--- src/loteria_params.svh ---
`ifndef LOTERIA_PARAMS_SVH
`define LOTERIA_PARAMS_SVH

// Keyed digit and game state widths
`define LOT_DIGIT_W     4
`define LOT_STATE_W     5
`define LOT_NUM_STATES  19    // States 0 to 18

// Win counters wrap from 31 to 0
`define LOT_CNT_W       5

`define LOT_MAX_DIGIT   9     // Larger keyed values are ignored

// Banner segment patterns, active low
`define LOT_SEG_BANNER0 7'b0111111
`define LOT_SEG_BANNER1 7'b0001100
`define LOT_SEG_BANNER4 7'b0100100
`define LOT_SEG_BANNER5 7'b0001100
`define LOT_SEG_BANNER6 7'b1111001
`define LOT_SEG_BANNER7 7'b0001100

`endif

--- src/lottery_pkg.sv ---
`include "loteria_params.svh"

package lottery_pkg;

   typedef logic [`LOT_DIGIT_W-1:0] digit_t;
   typedef logic [`LOT_STATE_W-1:0] lot_state_t;
   typedef logic [`LOT_CNT_W-1:0]   cnt_t;

   ////////////////////////////////////////////////////////////
   // Named states of the decision tree
   ////////////////////////////////////////////////////////////
   localparam lot_state_t ST_IDLE   = lot_state_t'(0);
   localparam lot_state_t ST_START  = lot_state_t'(1);
   localparam lot_state_t ST_FIRST  = lot_state_t'(16);  // First prize
   localparam lot_state_t ST_NONE   = lot_state_t'(17);
   localparam lot_state_t ST_SECOND = lot_state_t'(18);  // Second prize

   // Outcome of the current ticket
   typedef enum logic [1:0] {
      PRIZE_PENDING,
      PRIZE_NONE,
      PRIZE_FIRST,
      PRIZE_SECOND
   } prize_t;

   ////////////////////////////////////////////////////////////
   // Game results
   ////////////////////////////////////////////////////////////
   typedef struct packed {
      logic   shown;       // Some outcome latched since reset
      digit_t result;      // 0, 1 or 2
      cnt_t   first_cnt;
      cnt_t   second_cnt;
   } tally_t;

endpackage

--- src/seg7_pkg.sv ---
`include "loteria_params.svh"

package seg7_pkg;

   // Active low, bit 0 is segment a
   typedef logic [6:0] seg_t;

   typedef struct packed {
      seg_t tens;
      seg_t ones;
   } seg_pair_t;

   typedef logic [`LOT_CNT_W-1:0] seg_val_t;   // Two-digit value, 0 to 31

   localparam seg_t SEG_BLANK = 7'b1111111;

   ////////////////////////////////////////////////////////////
   // Decoders
   ////////////////////////////////////////////////////////////
   function automatic seg_t seg_digit(input logic [`LOT_DIGIT_W-1:0] d);
      seg_t s;
      case (d)
         4'd0:    s = 7'b1000000;
         4'd1:    s = 7'b1111001;
         4'd2:    s = 7'b0100100;
         4'd3:    s = 7'b0110000;
         4'd4:    s = 7'b0011001;
         4'd5:    s = 7'b0010010;
         4'd6:    s = 7'b0000010;
         4'd7:    s = 7'b1111000;
         4'd8:    s = 7'b0000000;
         4'd9:    s = 7'b0010000;
         default: s = SEG_BLANK;   // Not a decimal digit
      endcase
      return s;
   endfunction

   function automatic seg_pair_t seg_two_digit(input seg_val_t v);
      seg_pair_t                p;
      logic [`LOT_DIGIT_W-1:0]  tens;
      logic [`LOT_DIGIT_W-1:0]  ones;
      tens   = (`LOT_DIGIT_W)'(v / 10);
      ones   = (`LOT_DIGIT_W)'(v % 10);
      p.tens = seg_digit(tens);
      p.ones = seg_digit(ones);
      return p;
   endfunction

endpackage

--- src/display_bank.sv ---
`include "loteria_params.svh"

module display_bank import lottery_pkg::*, seg7_pkg::*; (
   input  logic       clk,
   input  logic       reset,
   input  logic       fim,
   input  lot_state_t state,
   input  tally_t     tally,
   output seg_t       hex0,
   output seg_t       hex1,
   output seg_t       hex2,
   output seg_t       hex3,
   output seg_t       hex4,
   output seg_t       hex5,
   output seg_t       hex6,
   output seg_t       hex7
);

   seg_pair_t state_segs;
   seg_pair_t snap_first;    // Counts frozen at the last fim
   seg_pair_t snap_second;
   logic      snap_taken;

   ////////////////////////////////////////////////////////////
   // Live digits
   ////////////////////////////////////////////////////////////
   assign state_segs = seg_two_digit(seg_val_t'(state));
   assign hex2       = state_segs.ones;
   assign hex3       = state_segs.tens;

   // Outcome of the last closed game
   assign hex0 = tally.shown ? seg_digit(tally.result) : `LOT_SEG_BANNER0;
   assign hex1 = `LOT_SEG_BANNER1;

   ////////////////////////////////////////////////////////////
   // Score snapshot
   ////////////////////////////////////////////////////////////
   always_ff @(posedge clk or posedge reset) begin
      if (reset) begin
         snap_taken <= 1'b0;
      end else if (fim) begin
         snap_taken <= 1'b1;
      end
   end

   always_ff @(posedge clk) begin
      if (fim) begin
         snap_first  <= seg_two_digit(tally.first_cnt);
         snap_second <= seg_two_digit(tally.second_cnt);
      end
   end

   // Second prize on hex5:hex4, first prize on hex7:hex6
   assign hex4 = snap_taken ? snap_second.ones : `LOT_SEG_BANNER4;
   assign hex5 = snap_taken ? snap_second.tens : `LOT_SEG_BANNER5;
   assign hex6 = snap_taken ? snap_first.ones  : `LOT_SEG_BANNER6;
   assign hex7 = snap_taken ? snap_first.tens  : `LOT_SEG_BANNER7;

   // Digits only show loaded data
   a_digits_known: assert property (
      @(posedge clk) disable iff (reset)
      !$isunknown({hex0, hex2, hex3, hex4, hex5, hex6, hex7})
   );

endmodule

--- src/loteria_top.sv ---
module loteria_top import lottery_pkg::*, seg7_pkg::*; (
   input  logic   clk,
   input  logic   reset,
   input  digit_t num,
   input  logic   insere,
   input  logic   fim_jogo,
   input  logic   fim,
   output seg_t   hex0,
   output seg_t   hex1,
   output seg_t   hex2,
   output seg_t   hex3,
   output seg_t   hex4,
   output seg_t   hex5,
   output seg_t   hex6,
   output seg_t   hex7
);

   lot_state_t state;
   prize_t     prize;
   tally_t     tally;

   ticket_fsm fsm0 (
      .clk      (clk),
      .reset    (reset),
      .num      (num),
      .insere   (insere),
      .fim_jogo (fim_jogo),
      .fim      (fim),
      .state    (state),
      .prize    (prize)
   );

   prize_tally tally0 (
      .clk      (clk),
      .reset    (reset),
      .fim_jogo (fim_jogo),
      .prize    (prize),
      .tally    (tally)
   );

   display_bank disp0 (
      .clk   (clk),
      .reset (reset),
      .fim   (fim),
      .state (state),
      .tally (tally),
      .hex0  (hex0),
      .hex1  (hex1),
      .hex2  (hex2),
      .hex3  (hex3),
      .hex4  (hex4),
      .hex5  (hex5),
      .hex6  (hex6),
      .hex7  (hex7)
   );

endmodule

--- src/prize_tally.sv ---
module prize_tally import lottery_pkg::*; (
   input  logic   clk,
   input  logic   reset,
   input  logic   fim_jogo,
   input  prize_t prize,
   output tally_t tally
);

   cnt_t   first_cnt;
   cnt_t   second_cnt;
   logic   shown;
   digit_t result;

   // Counters and the valid flag
   always_ff @(posedge clk or posedge reset) begin
      if (reset) begin
         first_cnt  <= '0;
         second_cnt <= '0;
         shown      <= 1'b0;
      end else if (fim_jogo && prize != PRIZE_PENDING) begin
         shown <= 1'b1;
         if (prize == PRIZE_FIRST) first_cnt <= first_cnt + 1'b1;    // Wraps at 31
         if (prize == PRIZE_SECOND) second_cnt <= second_cnt + 1'b1;
      end
   end

   // Outcome digit, qualified by shown
   always_ff @(posedge clk) begin
      if (fim_jogo) begin
         case (prize)
            PRIZE_FIRST:  result <= digit_t'(1);
            PRIZE_SECOND: result <= digit_t'(2);
            PRIZE_NONE:   result <= digit_t'(0);
            default:      result <= result;
         endcase
      end
   end

   assign tally = '{shown:      shown,
                    result:     result,
                    first_cnt:  first_cnt,
                    second_cnt: second_cnt};

   // A game ends with at most one win
   a_one_win: assert property (
      @(posedge clk) disable iff (reset)
      !($changed(tally.first_cnt) && $changed(tally.second_cnt)) &&
      (!$changed(tally.first_cnt) ||
       tally.first_cnt == cnt_t'($past(tally.first_cnt) + 1)) &&
      (!$changed(tally.second_cnt) ||
       tally.second_cnt == cnt_t'($past(tally.second_cnt) + 1))
   );

endmodule

--- src/ticket_fsm.sv ---
`include "loteria_params.svh"

module ticket_fsm import lottery_pkg::*; (
   input  logic       clk,
   input  logic       reset,
   input  digit_t     num,
   input  logic       insere,
   input  logic       fim_jogo,
   input  logic       fim,
   output lot_state_t state,
   output prize_t     prize
);

   logic digit_ok;

   ////////////////////////////////////////////////////////////
   // Decision tree
   ////////////////////////////////////////////////////////////

   // One comparison node: match on want, else take the other branch
   function automatic lot_state_t branch(
      input digit_t      d,
      input int unsigned want,
      input int unsigned on_hit,
      input int unsigned on_miss
   );
      lot_state_t nxt;
      if (d == digit_t'(want)) begin
         nxt = lot_state_t'(on_hit);
      end else begin
         nxt = lot_state_t'(on_miss);
      end
      return nxt;
   endfunction

   function automatic lot_state_t tree_step(input lot_state_t s, input digit_t d);
      lot_state_t nxt;
      case (s)
         ST_IDLE,
         ST_FIRST,
         ST_NONE,
         ST_SECOND: nxt = s;                         // Parked until fim_jogo
         1:         nxt = branch(d, 5, 2, 3);
         2:         nxt = branch(d, 7, 4, 5);
         3:         nxt = branch(d, 7, 6, 5);
         4:         nxt = branch(d, 9, 7, 8);
         5:         nxt = branch(d, 9, 9, 10);
         6:         nxt = branch(d, 9, 11, 10);
         7:         nxt = branch(d, 3, 12, 13);
         8:         nxt = lot_state_t'(14);          // Any digit
         9:         nxt = branch(d, 3, 14, 15);
         10:        nxt = lot_state_t'(15);
         11:        nxt = branch(d, 3, 13, 14);
         12:        nxt = ST_FIRST;
         13:        nxt = branch(d, 6, 16, 17);
         14:        nxt = branch(d, 6, 18, 17);
         15:        nxt = ST_NONE;
         default:   nxt = ST_IDLE;                   // Unused codes
      endcase
      return nxt;
   endfunction

   assign digit_ok = (num <= digit_t'(`LOT_MAX_DIGIT));

   always_ff @(posedge clk or posedge reset) begin
      if (reset) begin
         state <= ST_START;
      end else if (fim) begin
         state <= ST_IDLE;
      end else if (fim_jogo) begin
         state <= ST_START;                          // New ticket
      end else if (insere && digit_ok) begin
         state <= tree_step(state, num);
      end
   end

   ////////////////////////////////////////////////////////////
   // Outcome from the terminal state
   ////////////////////////////////////////////////////////////
   always_comb begin
      case (state)
         ST_FIRST:  prize = PRIZE_FIRST;
         ST_NONE:   prize = PRIZE_NONE;
         ST_SECOND: prize = PRIZE_SECOND;
         default:   prize = PRIZE_PENDING;
      endcase
   end

   // No sequence of inputs leaves the tree
   a_state_range: assert property (
      @(posedge clk) disable iff (reset)
      state < `LOT_NUM_STATES
   );

endmodule
--- config.mk ---
export PLATFORM = sky130hd
export DESIGN_NAME = loteria_top
export DESIGN_NICKNAME = d
export VERILOG_FILES = /design/src/lottery_pkg.sv /design/src/seg7_pkg.sv /design/src/display_bank.sv /design/src/loteria_top.sv /design/src/prize_tally.sv /design/src/ticket_fsm.sv
export VERILOG_INCLUDE_DIRS = /design/src
export SDC_FILE = /design/constraint.sdc
export NUM_CORES = 1
export LEC_CHECK = 0
export BUFFER_PORTS_ARGS = -buffer_cell sky130_fd_sc_hd__buf_2
export CAP_MARGIN = 25
export CORE_UTILIZATION = 52
export DETAILED_ROUTE_END_ITERATION = 10
export PLACE_DENSITY_LB_ADDON = 0.12
export SYNTH_ARGS = -nofsm -noshare
export SYNTH_HDL_FRONTEND = slang
export SYNTH_SLANG_ARGS = --single-unit
--- constraint.sdc ---
create_clock -name clk -period 3.2 [get_ports clk]
set_clock_uncertainty 0.1 [all_clocks]
set_input_delay 0.64 -clock clk [delete_from_list [all_inputs] [get_ports clk]]
set_output_delay 0.64 -clock clk [all_outputs]
set_load 0.01 [all_outputs]
== Yosys cells after proc, flatten, opt, wreduce, memory -nomap -nowiden ==
Memory sizes are Yosys's and may differ from the RTL's. A register that Yosys moved wholly into a read port is not among the register bits.
Cells that the tools add are included.
Operators by class
  add/sub/neg operators: 2
  reductions and logical operators: 11
  eq/ne operators: 27
  muxes and demuxes: 23
  div/mod/pow operators: 6
  $lt $le $gt $ge: 1
Operators with widths (number)
  divider 5 x 4 -> 32 bit, second input constant: 3
  modulo 5 x 4 -> 32 bit, second input constant: 3
  one-hot mux 5 bit (16 select lines): 1
  equality test 5 x 4 -> 1 bit, second input constant: 8
  2-to-1 mux 7 bit: 5
  equality test 5 x 3 -> 1 bit, second input constant: 4
  equality test 5 bit, second input constant: 3
  2-to-1 mux 5 bit: 3
  equality test 4 x 3 -> 1 bit, second input constant: 3
  one-hot mux 4 bit (3 select lines): 1
  adder 5 x 1 -> 5 bit, second input constant: 2
  equality test 5 x 2 -> 1 bit, second input constant: 2
  2-to-1 mux 2 bit: 4
  2-to-1 mux 4 bit: 2
  AND reduction 2 bit: 4
  2-to-1 mux 1 bit: 6
  one-hot mux 2 bit (3 select lines): 1
  nonzero test 3 bit: 2
  equality test 5 x 1 -> 1 bit, second input constant: 1
  zero test 5 bit: 1
  equality test 2 bit, second input constant: 2
  equality test 4 x 2 -> 1 bit, second input constant: 1
  equality test 4 bit, second input constant: 1
  less-or-equal comparator 4 bit, second input constant: 1
  other kinds (5): 6
Word-level totals
  memories kept: 7
  flip-flop bits (word level): 21
  logic and storage cells: 83
  output and inout port bits: 56
  bits of input ports: 9
  ROM bits: 784
Memories
  (name not given): depth 16, width 7, rd ports 1, clocked after Yosys merged registers in 1, write ports 0, RTL line seg7_pkg.sv:22  | case (d)
  (name not given): depth 16, width 7, rd ports 1, clocked after Yosys merged registers in 1, write ports 0, RTL line seg7_pkg.sv:22
  (name not given): depth 16, width 7, rd ports 1, clocked after Yosys merged registers in 1, write ports 0, RTL line seg7_pkg.sv:22
  (name not given): depth 16, width 7, rd ports 1, clocked after Yosys merged registers in 1, write ports 0, RTL line seg7_pkg.sv:22
  (name not given): depth 16, width 7, rd ports 1, clocked after Yosys merged registers in 1, write ports 0, RTL line seg7_pkg.sv:22
  (name not given): depth 16, width 7, rd ports 1, clocked after Yosys merged registers in 0, write ports 0, RTL line seg7_pkg.sv:22
  +1 memories

== Longest topological paths before layout ==
Gate-level depths: netlist (run 1).
  word-level depth: 6
  mapped depth: 15
  mapped depth without buffers: 14

== Modules after synthesis ==
From an unflattened synthesis (run 1), not the netlist that was laid out.
Unflattened totals
  cell total of the unflattened synthesis: 476
  area total of the unflattened synthesis: 4070.2 um2
By module, submodules not included
  display_bank: area each 2839.0 um2, cells each 344, instances 1, sequential area each 745.7 um2
  ticket_fsm: area each 655.6 um2, cells each 88, instances 1, sequential area each 126.4 um2
  prize_tally: area each 575.6 um2, cells each 44, instances 1, sequential area each 335.3 um2

== Worst setup path after synthesis (run 1) ==
Ideal clock, no wire load.
  path kind: reg2out
  start point: register fsm0.state[2]
  end point: output hex2[5]
  arrival time: 2.472 ns
  required time: 2.460 ns
  setup slack: -0.012 ns
  buffers on the path: 1
  stages on the path, launching flop included: 14
  path through: dfrtp_1 buf_2 nor2_4 inv_2 ha_1 nand2b_1 nand2b_1 a22oi_2 xnor2_1 inv_1 ha_1 nand2_1 o21ai_0 o21ai_0
Between the ends
  word-level cells in the longest chain between the ends: 2
RTL lines
  from (decl): RTL line ticket_fsm.sv:10  | output lot_state_t state,
  from (signal assigned): RTL line ticket_fsm.sv:73  | state <= tree_step(state, num);
  modulo 5 x 4 -> 32 bit: RTL line seg7_pkg.sv:43  | ones = (`LOT_DIGIT_W)'(v % 10);
  memory (16 x 7 bit)
  to (decl): RTL line loteria_top.sv:10  | output seg_t hex2,
No other way between the ends.

== Worst setup path after layout (run 1) ==
  start point: register fsm0.state[2]
  end point: output hex2[6]
Same word-level chain as after synthesis.

==> results, run 1 <==
- In this run the cell area of the synthesized design comes to 3870 µm².
- The cell class contributing the biggest share of worst-path delay is compound AO/OA/AOI/OAI gates.
- The antenna cell count is 0.
- The combinational power share is 0.077.
- The critical path is of the reg -> out type.
- The root buffer cell is clkbuf_8.
- The synthesized design spends more area on one cell type than any other, namely edfxtp_1.
- The number of routed nets with antenna violations is 0.
- Synthesis handed over a netlist of 437 instances.
- The remaining global-route overflow is 0.
- The count of TritonRoute iterations in the first routing pass is 4.
- The signed area change from the synthesized netlist to the final layout is 17.8%.
- The initial antenna violation count is 0.
- The number of core rows is 31.
- The detailed placement HPWL is 5970 µm.
- Of the post-synthesis cell area, the dominant cell type holds 0.202.
- Clock latency on the worst-skew pair, taken at its later pin, is 300 ps.
- The area of the core is 7210 µm².
- The most common cell after layout, fill and taps aside is buf_2.
- Across the run, the number of max-cap violations was 0.
- The total routing resource utilization after global routing is 0.224.
- The leakage power is 2.01 nW.
- CTS built an H-tree with a depth of 2.
- The CTS tree is done.
- The number of I/O pins is 65.
- The startpoint class of the critical path is a register.
- The sequential group share of total power is 0.563.
- The standard cell area after detailed placement is 4260 µm².
- The worst setup path is captured at an output pin.
- The share of flip-flops with an asynchronous set or reset is 0.354.
- The post-layout minimum cycle time is 3260 ps.
- The hold buffer count at CTS is 0.
- The final reports fail on setup timing.
- Once routing completed, OpenROAD measured the worst setup slack at -56.5 ps.
- The data arrival time of the critical path is 2520 ps.
- Setup repair after global routing could not meet its margin everywhere.
- The share of post-route cells with drive strength above 1 is 0.285.
- The number of synthesized flops with an enable pin is 26.
- The power spent charging and discharging nets is 0.269 mW.
- Clock-pin slew was measured on the worst setup and hold paths at 90 ps.
- The number of failing hold endpoints at the final stage is 0.
- Among all stages on the critical path, the largest delay is contributed by dfrtp_1.
- Setup violations remaining at the end of the flow were counted as 3.
- Across the VDD grid, the largest voltage drop is 0.207 mV.
- The final non-filler cell area is 4560 µm².
- The flow ran to the end, but the final reports show violations.
- The power per cell area is 260 nW/µm².
- The clock drives 48 sinks.
- By area the synthesized netlist is led by edfxtp_1, dfrtp_1, ha_1.
- At the worst endpoint, the required time is 2460 ps.
- The flop and latch count out of synthesis is 48.
- After detailed routing, the number of remaining DRC violations is 0.
- The number of pins with negative max-slew slack in the final report is 0.
- The setup slack at placement is 65.0 ps.
- The internal power of the cells totals 0.917 mW.
- The path class of the tightest hold or removal check is in -> async.
- The CTS buffer count is 5.
- The final layout contains 540 nets.
- Walking the worst path, the cells encountered are nor2_4 > inv_4 > ha_4 > nand2b_4 > nand2b_4 > a22oi_2 > xnor2_2 > ha_2 > a31oi_1 > o32ai_1 > a21o_1 > buf_2.
- The ratio of routed vias to standard cells is 5.63.
- The total power is 1.19 mW.
- The global-route wire length before repair is 13900 µm.
- The part of the power in the clock network is 0.360.
- The longest individual stage delay on the worst path is 410 ps.
- Measured along the y axis, the die boundary spans 88.3 µm.
- The fraction of power spent switching nets is 0.227.
- The yosys synthesis warning count is 0.
- Of the synthesized area, sequential elements account for 0.338.
- The cell repeated most along the worst path is nand2b_4.
- Entering global routing, the biggest net connects 29 pins.
- The share of the cycle needed by the critical path after routing is 1.02.
- The final wirelength is 8520 µm.
- The mean cell area of the mapped netlist is 8.86 µm².
- Derived from the worst setup path, the maximum achievable clock frequency is 307 MHz.
- The via count of the routed design is 3402.
- The via count of the first global-routing pass is 2990.
- The number of port buffers is 54.
- The effective utilization at floorplan is 0.537.
- Of all nets on the critical path, the largest fanout is 4.
- The floorplan step defined a die boundary enclosing 7790 µm².
- The maximum buffer depth of the clock tree is 2.
- The worst pin sits at a relative slew slack of 0.553.
- In the layout the commonest cells are buf_2, nand2_1, buf_4, edfxtp_1, o21ai_0.
- The weighted congestion at the end of routability-driven global placement is 0.895.
- Among all flip-flop cells after synthesis, the most frequent one is edfxtp_1.
- The DRC violation total after the first TritonRoute iteration is 177.
- The width of the die is 88.3 µm.
- After routing, the total negative slack on setup checks comes to -99.0 ps.
- Together, buffers and inverters on the worst path number 2.
- The count of distinct cell types in the synthesized netlist is 77.
- For the pin with the worst max-slew slack, the measured transition is 670 ps.
- The routed length per instance is 14.1 µm.
## cell usage after synthesis (5+ instances only)
master	n
dfxtp_1	5
o22ai_1	6
nor2_1	25
nand2b_1	23
inv_1	18
clkbuf_1	9
a21oi_1	17
o21ai_0	31
edfxtp_1	26
nand2_1	37
nand3_1	9
nor3_1	14
and2_1	20
dfrtp_1	16
nand4_1	5
mux2i_1	5
ha_1	27
a31oi_1	10
xnor2_1	12
buf_4	15
buf_2	6
## worst paths after layout
| check | depth (start not counted) | slack (ps) | endpoint | start |
|---|---|---|---|---|
| setup / recovery | 12 | -60 | hex2[6] | fsm0.state[2] |
| hold / removal | 2 | 320 | tally0.first_cnt[1] | reset |
| max in group asynchronous | 2 | 2200 | tally0.second_cnt[0] | reset |
| hold reg to reg | 1 | 440 | register | tally0.result[1] |
| setup reg to reg | 14 | 230 | disp0.snap_first[0] | tally0.first_cnt[3] |
| min in group clk | 1 | 440 | register | tally0.result[1] |
## area by class of cell
type | count | area [µm²]
Clock buffer | 7 | 108
Clock inverter | 1 | 8.76
Fill cell | 639 | 2650
Inverter | 22 | 87.6
Multi-Input combinational cell | 341 | 2410
Sequential cell | 48 | 1310
Tap cell | 99 | 124
Timing Repair Buffer | 86 | 510
## metal layers
layer,global-route usage,routed length [µm]
met2,0.382,4270
met3,0.0364,361
met1,0.293,3820
met4,0.0645,66
met5,0,0
## metrics by stage
stage	hold WS (ps)	util	instances
floorplan	366	-	445
global placement	411	0.590	586
detailed placement	421	0.590	586
CTS	336	0.625	601
global route	372	0.632	604
finish	322	0.632	604
## cells by family after synthesis
logic type,after synthesis,share of synthesized area
and+or+nand+nor,157,0.216
AOI/OAI and AO/OA,126,0.234
buffers and inverters,57,0.0756
DFF,48,0.338
adders and majority gates,28,0.0899
xor gates and xnor gates,14,0.0317
muxes,5,0.0129
other,2,0.00194
## power groups by stage
stage / registers, mW / clock network, mW / logic, mW
after global routing: 0.669 / 0.466 / 0.103
after global placement: 0.681 / 0 / 0.0853
after floorplan: 0.676 / 0 / 0.0628
after CTS: 0.667 / 0.440 / 0.0892
final: 0.667 / 0.427 / 0.0911
after detailed placement: 0.681 / 0 / 0.0867
## timing repair
action	in CTS	in global routing
gates cloned	0	1
setup buffers	7	2
setup endpoints to repair	7	13
resized for setup	15	13
pin swaps	8	9
No activity file was read; power rests on OpenSTA's default activity.
==> run 2, diff against run 1 <==
--- a/config.mk
+++ b/config.mk
@@ -13,4 +13,5 @@
 export PLACE_DENSITY_LB_ADDON = 0.12
 export SYNTH_ARGS = -nofsm -noshare
 export SYNTH_HDL_FRONTEND = slang
+export SYNTH_HIERARCHICAL = 1
 export SYNTH_SLANG_ARGS = --single-unit
==> run 2 against run 1 <==
  * The flow still finishes with violations (setup timing)
  * First-iteration DRC count fell by 29%
  * Cell count grew 4.1%
  * Clock power is 23% lower
  * Critical path depth shrank 2
  * Wire length rose by 2.5%
  * Sequential power shrank 9.7%
  * Design area up 4.0%
  * Total power fell by 11%
  * Worst setup slack worse by 110 ps
  * Non-clock buffer count is 2 lower
  * Clock-buffer cell count fell by 1
  * Register-to-register slack better by 110 ps
  * Critical endpoint is now hex2[4]
==> results, run 2 <==
- The total routing resource utilization after global routing is 0.219 (-0.00428).
- The source-to-sink clock delay at the later pin of the worst-skew pair came to 280 ps (-20 ps).
- The clock sink total is 43 (-10%).
- The setup-violating endpoint count in the final report is 6 (+3).
- The leakage power is 2.07 nW (+3.1%).
- The number of port buffers is 54 (unchanged).
- The maximum buffer depth of the clock tree was 2 (unchanged).
- The via count of the routed design was 3524 (+3.6%).
- The normalized max-slew margin is 0.533 (-0.0198).
- The required time at the worst-slack endpoint is 2460 ps (about the same).
- The die footprint came to 8180 µm² (+5.0%).
- The global-route wire length before repair is 15200 µm (+9.4%).
- The share of flip-flops with an asynchronous set or reset came to 0.395 (+0.0412).
- The share of the synthesized netlist area taken by xor and xnor gates is 0.0301 (-0.00155).
- The power per cell area is 223 nW/µm² (-14%).
- The number of routed nets with antenna violations was 0 (unchanged).
- In the layout the commonest cells are buf_2, a21oi_1, nand2_1, inv_1, buf_4.
- The mean cell area of the mapped netlist is 8.55 µm² (-3.5%).
- The count of TritonRoute iterations in the first routing pass came to 4 (unchanged).
- The share of the cycle needed by the critical path after routing is 1.05 (+0.0335).
- The clock transition time at the flip-flop clock pins of the worst setup and hold paths came to 70 ps (-20 ps).
- By area, the combinational part of the netlist is dominated by simple AND/OR/NAND/NOR gates.
- The DRC violation total after the first TritonRoute iteration was 126 (-29%).
- The area share of the largest cell type after synthesis is 0.192 (-0.00986).
- The flop and latch count out of synthesis came to 43 (-10%).
- Setup repair after global routing could not meet its margin everywhere.
- The proportion of synthesized chip area in sequential cells came to 0.297 (-0.0411).
- For this run, the leading register cell type out of synthesis is edfxtp_1.
- The fmax is 297 MHz (-3.2%).
- The critical path in this run is classified as reg -> out.
- Of all cell types, the one taking the most synthesized area is edfxtp_1.
- The yosys synthesis warning count is 6 (+6).
- The worst min-delay path class is in -> async.
- The y dimension of the die is 90.5 µm (+2.5%).
- The root buffer cell is clkbuf_8.
- Traced cell by cell, the critical path runs through inv_2 > nand2_4 > ha_4 > nor2b_4 > buf_4 > o221a_2 > a311oi_1 > mux2i_1 > mux2i_1 > buf_2.
- The highest fanout seen on the critical path was 8 (+4).
- The simple-gate area share of the yosys netlist is 0.238 (+0.0217).
- The width of the die is 90.5 µm (+2.5%).
- Relative to the synthesized area, the layout overhead comes to 16.5%.
- The hold buffer count at CTS came to 0 (unchanged).
- The reported max-cap violation count came to 0 (unchanged).
- The area share of fa/ha/maj cells after synthesis is 0.0845 (-0.00531).
- The synthesized netlist cell count is 476 (+8.9%).
- The area of the core came to 7410 µm² (+2.7%).
- After synthesis, the most frequently instantiated cells are a21oi_1, inv_1, nand2_1.
- The CTS tree is done.
- The data arrival time of the critical path was 2620 ps (+100 ps).
- The number of nets in the finished design is 563 (+4.3%).
- The number of synthesized flops with an enable pin was 26 (unchanged).
- The most common cell after layout, fill and taps aside is buf_2.
- The number of pins with negative max-slew slack in the final report is 0 (unchanged).
- The detailed placement HPWL was 6090 µm (+2.0%).
- The routed length per instance was 13.9 µm (-1.6%).
- The weighted congestion at the end of routability-driven global placement is 0.837 (-6.4%).
- The startpoint class of the critical path is a register.
- The initial antenna violation count is 0 (unchanged).
- The most numerous cell type found on the critical path is mux2i_1.
- The endpoint class of the critical path is an output pin.
- The number of levels the H-tree was split into is 2 (unchanged).
- The largest net degree at the start of global routing came to 36 (+24%).
- The longest individual stage delay on the worst path came to 450 ps (+40 ps).
- The post-synthesis mux area share is 0.0298 (+0.0169).
- The effective utilization at floorplan came to 0.549 (+0.0128).
- The post-layout minimum cycle time is 3360 ps (+107 ps).
- The worst voltage drop across the vdd grid came to 0.131 mV (-37%).
- The sum of buffers and inverters on the critical path came to 3 (+1).
- The largest registers in the layout are disp0/snap_first: 12 flops, disp0/snap_second: 12 flops.
- The number of core rows is 31 (unchanged).
- The share of post-route cells with drive strength above 1 was 0.266 (-0.0191).
- The number of failing hold endpoints at the final stage was 0 (unchanged).
- The final-layout setup total negative slack is -508 ps (-409 ps).
- The CTS buffer count is 5 (unchanged).
- The post-synthesis cell area is 4070 µm² (+5.1%).
- The cell class contributing the biggest share of worst-path delay is compound AO/OA/AOI/OAI gates.
- The ratio of routed vias to standard cells is 5.60 (-0.53%).
- The remaining global-route overflow is 0 (unchanged).
- The final-layout worst hold slack is 99.5 ps (-222 ps).
- The run finished, with violations left.
- Sorting the synthesized cells by area gives the leading types as edfxtp_1, dfrtp_1, ha_1.
- a21oi_1 is the most common cell in the netlist.
- The highest-delay cell along the critical path is a311oi_1.
- The checks that failed: setup timing.
- The transition time at the pin with the least slew margin was 700 ps (+30.4 ps).
- The final wirelength is 8730 µm (+2.5%).
- The antenna cell count is 0 (unchanged).
- The total DRC errors in the routed layout is 0 (unchanged).
- The number of I/O pins came to 65 (unchanged).
- The count of distinct cell types in the synthesized netlist was 81 (+5.2%).
- The compound-cell area share of the yosys netlist is 0.222 (-0.0121).
- The via count of the first global-routing pass came to 3319 (+11%).
- The slack of the critical path was -164 ps (-107 ps).
[run 2: power by group]
| group | leakage [nW] | internal (mW) | total, mW | switching, mW |
|---|---|---|---|---|
| Clock | 0.0412 | 0.152 | 0.330 | 0.178 |
| Sequential | 0.483 | 0.598 | 0.602 | 0.00442 |
| Combinational | 1.54 | 0.0483 | 0.126 | 0.0772 |
| Total | 2.07 | 0.798 | 1.06 | 0.260 |
[run 2: layer usage]
metal | track usage | routed length, µm | up-vias
met4 | 0.0645 | 88 | 0
met5 | 0 | 0 | -
li1 | - | - | 1790
met2 | 0.376 | 4290 | 61
met3 | 0.0278 | 231 | 7
met1 | 0.288 | 4120 | 1666
[run 2: timing repair]
| item | CTS | global route |
|---|---|---|
| endpoints found under the hold margin | 0 | 0 |
| resized for setup | 19 | 16 |
| buffers inserted | 6 | 5 |
| pin swaps | 12 | 5 |
| endpoints found under the setup margin | 6 | 7 |
| cloned | 0 | 0 |
[run 2: cells by family (layout without fill, tap and decap cells)]
logic type / Yosys count / in the layout
mux: 11 / 11
other cells: 3 / 12
buf+inv: 77 / 122
simple gates: 169 / 169
fa+ha+maj: 28 / 28
flops: 43 / 43
compound gates: 131 / 131
xor+xnor: 14 / 14
[run 2: cell type report]
cell class,instances,area (µm²)
Clock inverter,2,12.5
Inverter,30,115
Timing Repair Buffer,84,507
Tap cell,99,124
Clock buffer,6,72.6
Sequential cell,43,1210
Fill cell,648,2670
Multi-Input combinational cell,365,2700
[run 2: final timing paths]
| path | startpoint | end | slack, ps | cells past startpoint |
|---|---|---|---|---|
| max in group asynchronous | reset | tally0/shown | 2410 | 2 |
| min in group clk | fim_jogo | fsm0/state[3] | 490 | 2 |
| setup reg to reg | tally0/second_cnt[2] | disp0/snap_second[5] | 340 | 13 |
| hold / removal | reset | disp0/snap_taken | 100 | 2 |
| setup / recovery | fsm0/state[2] | hex2[4] | -160 | 10 |
| hold reg to reg | tally0/first_cnt[0] | tally0/first_cnt[0] | 530 | 1 |
[run 2: per-stage QoR]
stage | instances | worst slack (ps) | total power, mW | util | cell area [µm²]
after global placement | 610 | 103 | 0.722 | 0.595 | 4410
after detailed placement | 610 | 23.1 | 0.725 | 0.595 | 4410
after global routing | 629 | -281 | 1.11 | 0.640 | 4740
after CTS | 624 | -96.4 | 1.06 | 0.626 | 4630
final | 629 | -164 | 1.06 | 0.640 | 4740
after floorplan | 485 | -5.73 | 0.695 | - | 4150
==> run 3, diff against run 2 <==
--- a/config.mk
+++ b/config.mk
@@ -8,10 +8,9 @@
 export LEC_CHECK = 0
 export BUFFER_PORTS_ARGS = -buffer_cell sky130_fd_sc_hd__buf_2
 export CAP_MARGIN = 25
-export CORE_UTILIZATION = 52
+export CORE_UTILIZATION = 40
 export DETAILED_ROUTE_END_ITERATION = 10
 export PLACE_DENSITY_LB_ADDON = 0.12
 export SYNTH_ARGS = -nofsm -noshare
 export SYNTH_HDL_FRONTEND = slang
-export SYNTH_HIERARCHICAL = 1
 export SYNTH_SLANG_ARGS = --single-unit
==> run 3 against run 2 <==
  * The run still ends with setup timing left
  * Critical path depth grew 2
  * Global-route usage shrank 4.7 points
  * Worst setup slack better by 120 ps
  * Die area increased by 23%
  * Flip-flop and latch count up 5
  * Design area fell by 4.9%
  * Combinational power is 30% lower
  * Total power rose by 5.6%
  * Cell count grew 0.32%
  * Fmax increased by 3.7%
  * Largest power group unchanged
==> results, run 3 (same netlist as run 1, synthesis figures left out) <==
- The width of the die is 100 µm (+11%).
- The y dimension of the die is 100 µm (+11%).
- The highest fanout seen on the critical path is 4 (-4).
- The share of post-route cells with drive strength above 1 is 0.261 (-0.00508).
- The die footprint is 10100 µm² (+23%).
- The number of nets in the finished design is 537 (-4.6%).
- The fmax is 308 MHz (+3.7%).
- The count of placed standard cells in the final layout, fillers left out is 631 (+0.32%).
- TritonCTS built the clock tree.
- The worst register-to-register path ends at disp0.snap_first[0].
- The clock transition time at the flip-flop clock pins of the worst setup and hold paths is 90 ps (+20 ps).
- The remaining global-route overflow is 0 (unchanged).
- The transition time at the pin with the least slew margin is 666 ps (-34.6 ps).
- The count of TritonRoute iterations in the first routing pass is 4 (unchanged).
- The via count of the first global-routing pass is 3003 (-9.5%).
- The antenna cell count is 0 (unchanged).
- Setup repair after global routing could not meet its margin everywhere.
- The leakage power is 1.98 nW (-4.4%).
- The run finished, with violations left.
- The critical path ends at hex2[6].
- The power per cell area is 248 nW/µm² (+11%).
- Tracing the worst setup path back leads to its startpoint at fsm0.state[2].
- The hold buffer count at CTS is 0 (unchanged).
- STA classifies the critical path endpoint as an output pin.
- The final wirelength is 8570 µm (-1.9%).
- The number of port buffers is 54 (unchanged).
- The total routing resource utilization after global routing is 0.173 (-0.0469).
- The post-layout minimum cycle time is 3240 ps (-120 ps).
- The number of levels the H-tree was split into is 2 (unchanged).
- The reported max-cap violation count came to 0 (unchanged).
- The number of failing hold endpoints at the final stage is 0 (unchanged).
- The normalized max-slew margin is 0.556 (+0.0226).
- The number of cell instances on the worst register-to-register path is 14 (+1).
- The number of core rows is 35 (+13%).
- The startpoint identified for the worst register-to-register timing path is tally0.first_cnt[3].
- The share of the cycle needed by the critical path after routing is 1.01 (-0.0375).
- The weighted congestion at the end of routability-driven global placement came to 0.876 (+4.6%).
- The worst min-delay path class is in -> async.
- The effective utilization at floorplan is 0.415 (-0.134).
- The data arrival time of the critical path came to 2500 ps (-120 ps).
- The final-layout worst hold slack is 317 ps (+217 ps).
- The sequential group share of total power is 0.597 (+0.028).
- The detailed placement HPWL is 6310 µm (+3.6%).
- The total DRC errors in the routed layout is 0 (unchanged).
- The number of pins with negative max-slew slack in the final report is 0 (unchanged).
- The area of the core is 9330 µm² (+26%).
- The setup slack at placement is 136 ps (+113 ps).
- The library cells used most frequently in the layout, excluding fill and tap cells, are buf_2, nand2_1, buf_4, o21ai_0, edfxtp_1.
- The CTS buffer count came to 5 (unchanged).
- The number of routed nets with antenna violations came to 0 (unchanged).
- The combinational power share is 0.079 (-0.040).
- The DRC violation total after the first TritonRoute iteration is 155 (+23%).
- The global-route wire length before repair is 14200 µm (-6.3%).
- The startpoint class of the critical path is a register.
- The final reports fail on setup timing.
- The most common cell after layout, fill and taps aside is buf_2.
- The part of the power in the clock network is 0.323 (+0.011).
- The total power came to 1.12 mW (+5.6%).
- The via count of the routed design is 3337 (-5.3%).
- The root buffer cell is clkbuf_8.
- The cell total after placement came to 619 (+1.5%).
- The worst voltage drop across the vdd grid came to 0.133 mV (+1.3%).
- The slack of the critical path is -44.0 ps (+120 ps).
- The routed length per instance is 13.6 µm (-2.2%).
- The ratio of routed vias to standard cells is 5.29 (-5.6%).
- The reg2reg setup slack is 170 ps (-170 ps).
- The fraction of power spent switching nets is 0.242 (-0.00355).
- The signed area change from the synthesized netlist to the final layout is 16.5% (about the same).
- The required time at the worst-slack endpoint was 2460 ps (about the same).
- The classification of the worst setup path is reg -> out.
- The clock sink total is 48 (+12%).
- The internal portion of total power is 0.847 mW (+6.0%).
- The largest net degree at the start of global routing was 29 (-19%).
- The maximum buffer depth of the clock tree is 2 (unchanged).
- The number of I/O pins is 65 (unchanged).
- The power spent charging and discharging nets was 0.270 mW (+4.0%).
- The initial antenna violation count came to 0 (unchanged).
- The source-to-sink clock delay at the later pin of the worst-skew pair is 300 ps (+20 ps).
- The setup-violating endpoint count in the final report is 1 (-5).
==> run 3: timing repair <==
action	in CTS	in global routing
pin swaps	4	5
resized for setup	7	5
endpoints found under the hold margin	0	0
endpoints found under the setup margin	7	12
setup buffers	3	1
==> run 3: worst min-delay path by stage <==
stage,to,startpoint
after CTS,tally0.shown,reset
after floorplan,register,tally0.result[1]
after global routing,tally0.shown,reset
final,tally0.shown,reset
after global placement,register,tally0.result[0]
after detailed placement,register,tally0.result[0]
==> run 3: metal layers <==
layer | wire, µm | GRT usage | vias up
met5 | 0 | 0 | -
met4 | 129 | 0.0491 | 0
met3 | 422 | 0.0223 | 16
met2 | 4060 | 0.295 | 109
met1 | 3950 | 0.228 | 1525
li1 | - | - | 1687
==> run 3: area by class of cell <==
| class | count | area (µm²) |
|---|---|---|
| fill | 932 | 4820 |
| multi-input combinational | 340 | 2360 |
| sequential | 48 | 1310 |
| timing repair buffer | 84 | 502 |
| tap | 129 | 161 |
| inverter | 22 | 82.6 |
| clock buffer | 6 | 72.6 |
| clock inverter | 2 | 16.3 |
==> run 3: metrics by stage <==
| step | area (µm²) | setup TNS (ps) | utilization |
|---|---|---|---|
| 3_5_place_dp | 4320 | 0 | 0.463 |
| 4_1_cts | 4480 | -114 | 0.481 |
| 5_1_grt | 4510 | -747 | 0.483 |
| 3_3_place_gp | 4320 | 0 | 0.463 |
| 6_report | 4510 | -44.0 | 0.483 |
| 2_1_floorplan | 3900 | 0 | - |
==> run 3: power by group through the flow <==
stage / Sequential, mW / Clock (mW) / Combinational (mW)
detailed placement: 0.680 / 0 / 0.0889
global placement: 0.681 / 0 / 0.0873
global route: 0.669 / 0.398 / 0.100
floorplan: 0.676 / 0 / 0.0628
CTS: 0.667 / 0.378 / 0.0893
finish: 0.667 / 0.361 / 0.0883
==> run 3: worst max-delay path: stages (launching register included) <==
cell and delay [ps]:
dfrtp_1 420, nor2_4 130, inv_2 50, ha_4 210, nand2b_4 140, nand2b_4 130, a22oi_2 180, xnor2_2 160
ha_2 240, a31oi_1 50, o32ai_1 250, a21o_1 130, buf_6 100
